--- src/logic/cpu_defines.svh ---
`ifndef CPU_DEFINES_SVH
`define CPU_DEFINES_SVH

// data bus and register width
`define CPU_DATA_W 8

// address bus, IP and DP width
`define CPU_ADDR_W 16

`define CPU_RESET_IP 16'h0000 // IP and DP after reset, first fetch address

`endif

--- src/logic/cpu_pkg.sv ---
package cpu_pkg;

    // alu operation, x is always A, y is the selected operand
    typedef enum logic [3:0] {
        ALU_ADD  = 4'd0,
        ALU_ADC  = 4'd1,  // add with stored carry
        ALU_SUB  = 4'd2,
        ALU_SBC  = 4'd3,  // subtract with stored borrow
        ALU_AND  = 4'd4,
        ALU_OR   = 4'd5,
        ALU_XOR  = 4'd6,
        ALU_NOT  = 4'd7,  // of x
        ALU_SHL  = 4'd8,
        ALU_SHR  = 4'd9,
        ALU_ROL  = 4'd10, // through carry
        ALU_ROR  = 4'd11, // through carry
        ALU_MOV  = 4'd12, // result is y
        ALU_INC  = 4'd13,
        ALU_DEC  = 4'd14,
        ALU_PASS = 4'd15  // result is x
    } alu_op_e;

    // register index, the dd field of an instruction
    typedef enum logic [1:0] {
        REG_A  = 2'd0,
        REG_B  = 2'd1,
        REG_PL = 2'd2,
        REG_PH = 2'd3
    } reg_idx_e;

    // bit positions in the flag vector
    localparam int FLAG_Z = 0;
    localparam int FLAG_C = 1;
    localparam int FLAG_N = 2;
    localparam int FLAG_V = 3;

    // class prefixes of the non-alu instructions
    localparam logic [3:0] OP_LD  = 4'b1000; // ir[7:4]
    localparam logic [3:0] OP_LDI = 4'b1010; // ir[7:4]
    localparam logic [3:0] OP_ST  = 4'b1011; // ir[7:4]
    localparam logic [4:0] OP_JC  = 5'b11000; // ir[7:3]
    localparam logic [4:0] OP_JMP = 5'b11001; // ir[7:3]

    localparam logic [7:0] HALT_OPCODE = 8'hFF;

endpackage

--- src/logic/control_unit.sv ---
`timescale 1ns/1ps
`include "cpu_defines.svh"

module control_unit (
    input  logic                   clk,
    input  logic                   n_rst,
    input  logic [`CPU_DATA_W-1:0] mem_rdata,  // opcode during fetch
    input  logic [3:0]             flags,      // stored alu flags
    output cpu_pkg::alu_op_e       alu_op,
    output cpu_pkg::reg_idx_e      reg_sel,
    output logic                   we_a,
    output logic                   we_b,
    output logic                   we_pl,
    output logic                   we_ph,
    output logic                   we_flags,
    output logic                   wb_from_mem,
    output logic                   st_src,     // 0 stores A, 1 stores B
    output logic                   addr_dp,    // 0 address from IP, 1 from DP
    output logic                   ip_inc,
    output logic                   swap_p,
    output logic                   mem_we,
    output logic                   mem_oe,
    output logic                   halted
);

    logic [`CPU_DATA_W-1:0] ir;    // instruction register
    logic                   phase; // 0 fetch, 1 execute

    // instruction classes
    logic is_alu;
    logic is_ld;
    logic is_ldi;
    logic is_st;
    logic is_jc;
    logic is_jmp;
    logic is_hlt;

    logic       fetch;      // live fetch cycle, never while halted
    logic       exec;
    logic [3:0] dst_onehot; // decoded dd field
    logic       wr_dst;     // instruction writes r[dd]
    logic       cond_ok;
    logic       take_jump;

    // ALU0 0oooo0dd, ALU1 0oooo1dd
    assign is_alu = ~ir[7];
    assign is_ld  = ir[7:4] == cpu_pkg::OP_LD;
    assign is_ldi = ir[7:4] == cpu_pkg::OP_LDI;
    assign is_st  = ir[7:4] == cpu_pkg::OP_ST;
    assign is_jc  = ir[7:3] == cpu_pkg::OP_JC;
    assign is_jmp = ir[7:3] == cpu_pkg::OP_JMP;
    assign is_hlt = ir == cpu_pkg::HALT_OPCODE; // 11111xxx otherwise is a nop

    assign fetch = ~phase & ~halted;
    assign exec  = phase;

    assign dst_onehot = 4'b0001 << ir[1:0];

    // ld, ldi and alu1 write r[dd], alu0 always writes A
    assign wr_dst = exec & (is_ld | is_ldi | (is_alu & ir[2]));

    assign we_a  = (wr_dst & dst_onehot[cpu_pkg::REG_A])
                 | (exec & is_alu & ~ir[2]);
    assign we_b  = wr_dst & dst_onehot[cpu_pkg::REG_B];
    assign we_pl = wr_dst & dst_onehot[cpu_pkg::REG_PL];
    assign we_ph = wr_dst & dst_onehot[cpu_pkg::REG_PH];

    assign we_flags = exec & is_alu; // every alu instruction updates flags

    assign alu_op      = cpu_pkg::alu_op_e'(ir[6:3]);
    assign reg_sel     = cpu_pkg::reg_idx_e'(ir[1:0]); // y operand, also dd
    assign wb_from_mem = is_ld | is_ldi;  // mux select only
    assign st_src      = ir[0];

    // Jc 11000iff, taken when flag[ff] differs from i
    assign cond_ok   = flags[ir[1:0]] ^ ir[2];
    assign take_jump = is_jmp | (is_jc & cond_ok);

    assign swap_p  = exec & take_jump;
    assign addr_dp = exec & (is_ld | is_st);
    assign ip_inc  = fetch | (exec & is_ldi); // ldi steps over its immediate
    assign mem_we  = exec & is_st;
    assign mem_oe  = fetch | (exec & (is_ld | is_ldi));

    always_ff @(posedge clk or negedge n_rst) begin
        if (!n_rst) begin
            phase  <= 1'b0;
            ir     <= '0;
            halted <= 1'b0;
        end else if (!halted) begin
            phase <= ~phase;
            if (!phase) begin
                ir <= mem_rdata; // opcode at IP
            end
            if (phase && is_hlt) begin
                halted <= 1'b1; // sticky until reset, phase stays fetch
            end
        end
    end

endmodule

--- src/logic/alu.sv ---
`timescale 1ns/1ps
`include "cpu_defines.svh"

module alu (
    input  logic                   clk,
    input  logic                   n_rst,
    input  logic [`CPU_DATA_W-1:0] x,        // always A
    input  logic [`CPU_DATA_W-1:0] y,        // selected operand
    input  cpu_pkg::alu_op_e       op,
    input  logic                   we_flags,
    output logic [`CPU_DATA_W-1:0] result,
    output logic [3:0]             flags     // stored Z C N V
);

    localparam int MSB = `CPU_DATA_W - 1;

    logic [`CPU_DATA_W:0]   wide;   // result with carry/borrow on top
    logic                   cin;    // stored carry
    logic                   c_next;
    logic                   v_next;
    logic [3:0]             flags_next;

    assign cin = flags[cpu_pkg::FLAG_C];

    always_comb begin
        wide   = '0;
        c_next = 1'b0;
        v_next = 1'b0;
        case (op)
            cpu_pkg::ALU_ADD: begin
                wide   = {1'b0, x} + {1'b0, y};
                c_next = wide[`CPU_DATA_W];
                v_next = (x[MSB] == y[MSB]) && (wide[MSB] != x[MSB]);
            end
            cpu_pkg::ALU_ADC: begin
                wide   = {1'b0, x} + {1'b0, y} + {{`CPU_DATA_W{1'b0}}, cin};
                c_next = wide[`CPU_DATA_W];
                v_next = (x[MSB] == y[MSB]) && (wide[MSB] != x[MSB]);
            end
            cpu_pkg::ALU_SUB: begin
                wide   = {1'b0, x} - {1'b0, y};
                c_next = wide[`CPU_DATA_W]; // borrow
                v_next = (x[MSB] != y[MSB]) && (wide[MSB] != x[MSB]);
            end
            cpu_pkg::ALU_SBC: begin
                wide   = {1'b0, x} - {1'b0, y} - {{`CPU_DATA_W{1'b0}}, cin};
                c_next = wide[`CPU_DATA_W];
                v_next = (x[MSB] != y[MSB]) && (wide[MSB] != x[MSB]);
            end
            cpu_pkg::ALU_AND: wide = {1'b0, x & y};
            cpu_pkg::ALU_OR:  wide = {1'b0, x | y};
            cpu_pkg::ALU_XOR: wide = {1'b0, x ^ y};
            cpu_pkg::ALU_NOT: wide = {1'b0, ~x};
            cpu_pkg::ALU_SHL: begin
                wide   = {1'b0, x[MSB-1:0], 1'b0};
                c_next = x[MSB]; // bit shifted out
            end
            cpu_pkg::ALU_SHR: begin
                wide   = {2'b00, x[MSB:1]};
                c_next = x[0];
            end
            cpu_pkg::ALU_ROL: begin
                wide   = {1'b0, x[MSB-1:0], cin};
                c_next = x[MSB];
            end
            cpu_pkg::ALU_ROR: begin
                wide   = {1'b0, cin, x[MSB:1]};
                c_next = x[0];
            end
            cpu_pkg::ALU_MOV: wide = {1'b0, y};
            cpu_pkg::ALU_INC: begin
                wide   = {1'b0, x} + 1'b1;
                c_next = wide[`CPU_DATA_W];
            end
            cpu_pkg::ALU_DEC: begin
                wide   = {1'b0, x} - 1'b1;
                c_next = wide[`CPU_DATA_W]; // borrow from 0
            end
            default: wide = {1'b0, x}; // pass
        endcase
    end

    assign result = wide[MSB:0];

    always_comb begin
        flags_next                  = '0;
        flags_next[cpu_pkg::FLAG_Z] = result == '0;
        flags_next[cpu_pkg::FLAG_C] = c_next;
        flags_next[cpu_pkg::FLAG_N] = result[MSB];
        flags_next[cpu_pkg::FLAG_V] = v_next;
    end

    always_ff @(posedge clk or negedge n_rst) begin
        if (!n_rst) begin
            flags <= '0;
        end else if (we_flags) begin
            flags <= flags_next; // end of alu execute cycle
        end
    end

endmodule

--- src/logic/reg_file.sv ---
`timescale 1ns/1ps
`include "cpu_defines.svh"

module reg_file (
    input  logic                   clk,
    input  logic                   n_rst,
    input  logic                   we_a,
    input  logic                   we_b,
    input  logic                   wb_from_mem,
    input  cpu_pkg::reg_idx_e      reg_sel,
    input  logic                   st_src,
    input  logic [`CPU_DATA_W-1:0] alu_result,
    input  logic [`CPU_DATA_W-1:0] mem_rdata,
    input  logic [`CPU_DATA_W-1:0] pl,          // DP low byte
    input  logic [`CPU_DATA_W-1:0] ph,          // DP high byte
    output logic [`CPU_DATA_W-1:0] a,
    output logic [`CPU_DATA_W-1:0] y_operand,
    output logic [`CPU_DATA_W-1:0] wb_data,     // also feeds PL/PH
    output logic [`CPU_DATA_W-1:0] st_data
);

    logic [`CPU_DATA_W-1:0] b;

    // ld/ldi take the bus, everything else the alu
    assign wb_data = wb_from_mem ? mem_rdata : alu_result;

    always_comb begin
        case (reg_sel)
            cpu_pkg::REG_A:  y_operand = a;
            cpu_pkg::REG_B:  y_operand = b;
            cpu_pkg::REG_PL: y_operand = pl;
            default:         y_operand = ph;
        endcase
    end

    assign st_data = st_src ? b : a;

    always_ff @(posedge clk or negedge n_rst) begin
        if (!n_rst) begin
            a <= '0;
            b <= '0;
        end else begin
            if (we_a) begin
                a <= wb_data;
            end
            if (we_b) begin
                b <= wb_data;
            end
        end
    end

endmodule

--- src/logic/pointer_unit.sv ---
`timescale 1ns/1ps
`include "cpu_defines.svh"

module pointer_unit (
    input  logic                   clk,
    input  logic                   n_rst,
    input  logic [`CPU_DATA_W-1:0] wb_data,
    input  logic                   we_pl,
    input  logic                   we_ph,
    input  logic                   ip_inc,
    input  logic                   swap_p,   // taken jump
    input  logic                   addr_dp,
    output logic [`CPU_ADDR_W-1:0] mem_addr,
    output logic [`CPU_DATA_W-1:0] pl,
    output logic [`CPU_DATA_W-1:0] ph
);

    logic [`CPU_ADDR_W-1:0] ip;
    logic [`CPU_ADDR_W-1:0] dp; // {PH, PL}

    assign mem_addr = addr_dp ? dp : ip;
    assign pl       = dp[`CPU_DATA_W-1:0];
    assign ph       = dp[`CPU_ADDR_W-1:`CPU_DATA_W];

    always_ff @(posedge clk or negedge n_rst) begin
        if (!n_rst) begin
            ip <= `CPU_RESET_IP;
            dp <= `CPU_RESET_IP;
        end else if (swap_p) begin
            // jump target sits in DP, old IP becomes the return pointer
            ip <= dp;
            dp <= ip;
        end else begin
            if (ip_inc) begin
                ip <= ip + 1'b1;
            end
            if (we_pl) begin
                dp[`CPU_DATA_W-1:0] <= wb_data;
            end
            if (we_ph) begin
                dp[`CPU_ADDR_W-1:`CPU_DATA_W] <= wb_data;
            end
        end
    end

endmodule

--- src/logic/cpu_top.sv ---
`timescale 1ns/1ps
`include "cpu_defines.svh"

module cpu_top (
    input  logic                   clk,
    input  logic                   n_rst,
    input  logic [`CPU_DATA_W-1:0] mem_rdata, // combinational read
    output logic [`CPU_ADDR_W-1:0] mem_addr,
    output logic [`CPU_DATA_W-1:0] mem_wdata,
    output logic                   mem_we,
    output logic                   mem_oe,
    output logic                   halted
);

    // decode strobes
    cpu_pkg::alu_op_e  alu_op;
    cpu_pkg::reg_idx_e reg_sel;
    logic              we_a;
    logic              we_b;
    logic              we_pl;
    logic              we_ph;
    logic              we_flags;
    logic              wb_from_mem;
    logic              st_src;
    logic              addr_dp;
    logic              ip_inc;
    logic              swap_p;

    // datapath
    logic [3:0]             flags;
    logic [`CPU_DATA_W-1:0] alu_result;
    logic [`CPU_DATA_W-1:0] a;
    logic [`CPU_DATA_W-1:0] y_operand;
    logic [`CPU_DATA_W-1:0] wb_data;
    logic [`CPU_DATA_W-1:0] pl;
    logic [`CPU_DATA_W-1:0] ph;

    control_unit u_ctrl (
        .clk         (clk),
        .n_rst       (n_rst),
        .mem_rdata   (mem_rdata),
        .flags       (flags),
        .alu_op      (alu_op),
        .reg_sel     (reg_sel),
        .we_a        (we_a),
        .we_b        (we_b),
        .we_pl       (we_pl),
        .we_ph       (we_ph),
        .we_flags    (we_flags),
        .wb_from_mem (wb_from_mem),
        .st_src      (st_src),
        .addr_dp     (addr_dp),
        .ip_inc      (ip_inc),
        .swap_p      (swap_p),
        .mem_we      (mem_we),
        .mem_oe      (mem_oe),
        .halted      (halted)
    );

    alu u_alu (
        .clk      (clk),
        .n_rst    (n_rst),
        .x        (a),
        .y        (y_operand),
        .op       (alu_op),
        .we_flags (we_flags),
        .result   (alu_result),
        .flags    (flags)
    );

    reg_file u_regs (
        .clk         (clk),
        .n_rst       (n_rst),
        .we_a        (we_a),
        .we_b        (we_b),
        .wb_from_mem (wb_from_mem),
        .reg_sel     (reg_sel),
        .st_src      (st_src),
        .alu_result  (alu_result),
        .mem_rdata   (mem_rdata),
        .pl          (pl),
        .ph          (ph),
        .a           (a),
        .y_operand   (y_operand),
        .wb_data     (wb_data),
        .st_data     (mem_wdata) // store byte straight to the bus
    );

    pointer_unit u_ptr (
        .clk      (clk),
        .n_rst    (n_rst),
        .wb_data  (wb_data),
        .we_pl    (we_pl),
        .we_ph    (we_ph),
        .ip_inc   (ip_inc),
        .swap_p   (swap_p),
        .addr_dp  (addr_dp),
        .mem_addr (mem_addr),
        .pl       (pl),
        .ph       (ph)
    );

endmodule

--- config.mk ---
export PLATFORM = sky130hd
export DESIGN_NAME = cpu_top
export DESIGN_NICKNAME = d
export VERILOG_FILES = /design/src/logic/cpu_pkg.sv /design/src/logic/control_unit.sv /design/src/logic/alu.sv /design/src/logic/reg_file.sv /design/src/logic/pointer_unit.sv /design/src/logic/cpu_top.sv
export VERILOG_INCLUDE_DIRS = /design/src /design/src/logic
export SDC_FILE = /design/constraint.sdc
export NUM_CORES = 1
export LEC_CHECK = 0
export BUFFER_PORTS_ARGS = -buffer_cell sky130_fd_sc_hd__buf_2
export CAP_MARGIN = 20
export CORE_ASPECT_RATIO = 1.25
export CORE_MARGIN = 10
export CORE_UTILIZATION = 66
export DETAILED_ROUTE_END_ITERATION = 10
export PLACE_DENSITY = 0.95
export RECOVER_POWER = 100
export SYNTH_ARGS = -nofsm -noshare
export SYNTH_HDL_FRONTEND = slang
export SYNTH_SLANG_ARGS = --single-unit
--- constraint.sdc ---
create_clock -name clk -period 6.4 [get_ports clk]
set_input_delay 1.28 -clock clk [delete_from_list [all_inputs] [get_ports clk]]
set_output_delay 1.28 -clock clk [all_outputs]
set_load 0.02 [all_outputs]
==> impl_metrics.yaml <==
outcome:
  outcome: "finished, violations left"
  violations: "capacitance limit, slew limit"
critical_path:
  cp_top_family: "simple AND/OR/NAND/NOR gates"
  cp_slowest_stage_delay_ns: 1.44
  path_cells: "clkbuf_1 -> nor2b_1 -> nor4_2 -> mux2_2 -> clkbuf_1"
  cp_num_buf_inv: 2
  cpMostUsedCell: "clkbuf_1"
  cpMaxStageDelayCell: "nor4_2"
  end_kind: "primary output"
  worst_ep_arrival_time_ns: 4.09
  critPathRequiredTime_ns: 5.12
  timing.setup.critical_path_class: "reg2out"
  start_kind: "flop"
  critPathMaxFanout: 40
placement:
  gp_congestion: 1.02
  io_buffers: 36
  hpwl_mm: 13.8
timing:
  setup_viol: 0
  maxSlewHeadroom: -1.19
  period_share: 0.839
  drv_slew: 175
  rsz0062_at_grt: "false"
  final-hold-violation-count: 0
  tns_ns: 0
  clock_skew_ns: 0.00778
  worstMarginPinSlew_ns: 3.28
  min_period_ns: 5.37
  fmax_ghz: 0.186
global_routing:
  grtUsageMet1: 0.313
  grt_util_met2: 0.465
  grt_max_degree: 63
  first_global_vias: 5797
  busiest_layer: "met2"
  antenna_found_initial: 0
  use_met3: 0.0457
  grt_pass1_wl_mm: 30.0
  grt_usage: 0.278
  overflow: 0
clocking:
  numCtsBuffers: 9
  htreeDepth: 3
  hold_buffers: 0
  postCtsSetupBuffers: 0
  clk_path_buf_depth: 2
  clkSinkCount: 62
  cts_resized: 0
  clk_latency_ns: 0.35
  cts_tree: "built"
  path_clk_slew_ns: 0.07
  ctsRootBufferMaster: "clkbuf_8"
yosys:
  synthFlopType: "dfrtp_1"
  synth-edff-count: 0
  synth_top_family_by_area: "compound AO/OA/AOI/OAI gates"
  yosysSeqAreaShare: 0.264
  synth_area_um2: 5880
  synth.area.mux_share: 0.111
  synth_warnings: 0
  netlist_instances: 717
  ys_ff_latch: 62
  syn-num-nets: 760
  synth-compound-area-share: 0.228
  synth-adder-area-share: 0.0728
  synth_async_sr_flop_share: 1.00
  synthXorXnorAreaFrac: 0.0521
  synth-simple-area-share: 0.214
  ys_types: 67
  post_synth.cell_area_avg_um2: 8.20
detailed_routing:
  viasPerCell: 7.00
  drt-pass1-iter-count: 5
  drtIter0Drc: 697
  via_count: 5915
  routed_wl_mm: 18.8
  post_drt_wl_per_cell_um: 22.3
  drc: 0
  ant_nets: 0
die:
  fp.dieH_um: 126
  dieArea_um2: 13100
  die_w_um: 104
  coreArea_um2: 8700
  io_pins: 37
  start_util: 0.676
  num_rows: 38
final_layout:
  diodes: 0
  fin_nets: 763
  area_delta_synth_final_pct: 5.47
  fill_cells: 679
  drive_gt1_frac: 0.103
job:
  max_cap_violations: 5
min_path:
  hold_path.class: "reg2reg"
==> cell usage after synthesis, types with 4 or more instances <==
cell | count | share of area
clkbuf_1 | 35 | 0.022
nand2_1 | 63 | 0.040
a21oi_1 | 40 | 0.034
xor2_1 | 11 | 0.016
xnor2_1 | 24 | 0.036
a221o_1 | 8 | 0.014
o221ai_1 | 6 | 0.0089
nand2b_1 | 9 | 0.0096
ha_1 | 31 | 0.066
inv_1 | 31 | 0.020
nand4_1 | 7 | 0.0074
mux2i_1 | 14 | 0.024
a221oi_1 | 8 | 0.012
o211ai_1 | 6 | 0.0077
nor3b_1 | 4 | 0.0051
o22ai_1 | 10 | 0.011
nor2_1 | 69 | 0.044
o32ai_1 | 4 | 0.0060
o21ai_0 | 40 | 0.034
nor2b_1 | 10 | 0.011
buf_2 | 12 | 0.010
a21o_1 | 5 | 0.0064
a31oi_1 | 14 | 0.015
buf_1 | 5 | 0.0032
o21a_1 | 4 | 0.0051
or4_1 | 5 | 0.0064
o31ai_1 | 5 | 0.0064
mux2_2 | 35 | 0.067
nand3_1 | 16 | 0.014
or2_2 | 4 | 0.0043
nand3b_1 | 5 | 0.0064
a211oi_1 | 12 | 0.015
nor4_1 | 5 | 0.0053
a22o_1 | 6 | 0.0089
and3_1 | 15 | 0.016
nor3_1 | 21 | 0.018
dfrtp_1 | 62 | 0.26
==> logic make-up after synthesis <==
kind of cell	after synthesis
compound gates	197
simple gates	252
mux	54
buf+inv	84
fa+ha+maj	33
xor+xnor	35
flops	62
==> flip-flops by register name (all words and copies together), names as in the netlist <==
signal         cells
u_ctrl.ir          8
u_regs.b           8
u_ctrl.halted      1
u_alu.flags        4
u_ptr.dp          16
u_regs.a           8
u_ptr.ip          16
u_ctrl.exec        1
==> final cells by class <==
cell class	count	area [µm²]	area share
repair buffers	45	198	0.0319
flip-flops and latches	62	1550	0.250
inverters	31	116	0.0188
multi-input cells	571	3990	0.643
clock inverters	4	45.0	0.00726
well taps	120	150	0.0242
clock buffers	12	155	0.0250
==> worst min-delay path, cell delays in order, from the launching register on <==
cell	delay, ns
dfrtp_1	0.35
nand2_1	0.06
nand2_1	0.06
==> per-layer routing <==
layer  routed length [µm]  vias up  share of wire
met1                 6940     2784           0.37
met3                 1420       87          0.076
met2                 9160      402           0.49
met4                 1300        0          0.069
met5                    0        -              0
li1                     -     2642              -
==> final timing paths <==
check / start / end / slack, ns / cells past startpoint
setup / recovery: u_ctrl.ir[5]$_DFFE_PN0P_ / mem_addr[14] / 1.03 / 5
hold / removal: u_alu.flags[2]$_DFFE_PN0P_ / u_alu.flags[2]$_DFFE_PN0P_ / 0.50 / 2
setup reg to reg: u_ctrl.ir[0]$_DFFE_PN0P_ / u_regs.a[7]$_DFFE_PN0P_ / 1.32 / 12
hold reg to reg: u_alu.flags[2]$_DFFE_PN0P_ / u_alu.flags[2]$_DFFE_PN0P_ / 0.50 / 2
max in group asynchronous: n_rst / u_ptr.dp[10]$_DFFE_PN0P_ / 2.41 / 2
min in group asynchronous: n_rst / u_ptr.ip[14]$_DFFE_PN0P_ / 2.13 / 2
==> placed cells by master, fill, tap and decap left out, types with 12 or more instances in the layout <==
| cell type | instances |
|---|---|
| nor2_1 | 69 |
| nand2_1 | 63 |
| dfrtp_1 | 62 |
| a21oi_1 | 40 |
| o21ai_0 | 40 |
| inv_1 | 31 |
| ha_1 | 31 |
| mux2_2 | 29 |
| clkbuf_1 | 29 |
| xnor2_1 | 24 |
| nor3_1 | 22 |
| nand3_1 | 16 |
| and3_1 | 15 |
| a31oi_1 | 14 |
| mux2i_1 | 14 |
| buf_2 | 14 |
| a211oi_1 | 12 |
==> through the flow <==
| stage | util | setup WS [ns] | area, µm² | std cells | hold WS (ns) |
|---|---|---|---|---|---|
| final | 0.713 | 1.03 | 6200 | 845 | 0.503 |
| after floorplan | - | 2.58 | 5880 | 717 | 0.441 |
| after global placement | 0.697 | 1.70 | 6060 | 828 | 0.455 |
| after CTS | 0.720 | 1.50 | 6270 | 845 | 0.504 |
| after global routing | 0.713 | 0.785 | 6200 | 845 | 0.529 |
| after detailed placement | 0.697 | 1.51 | 6070 | 829 | 0.486 |
Power is left out: the tool's default activity adds up to more than one toggle a clock period on the data nets, which glitch-free logic cannot reach.
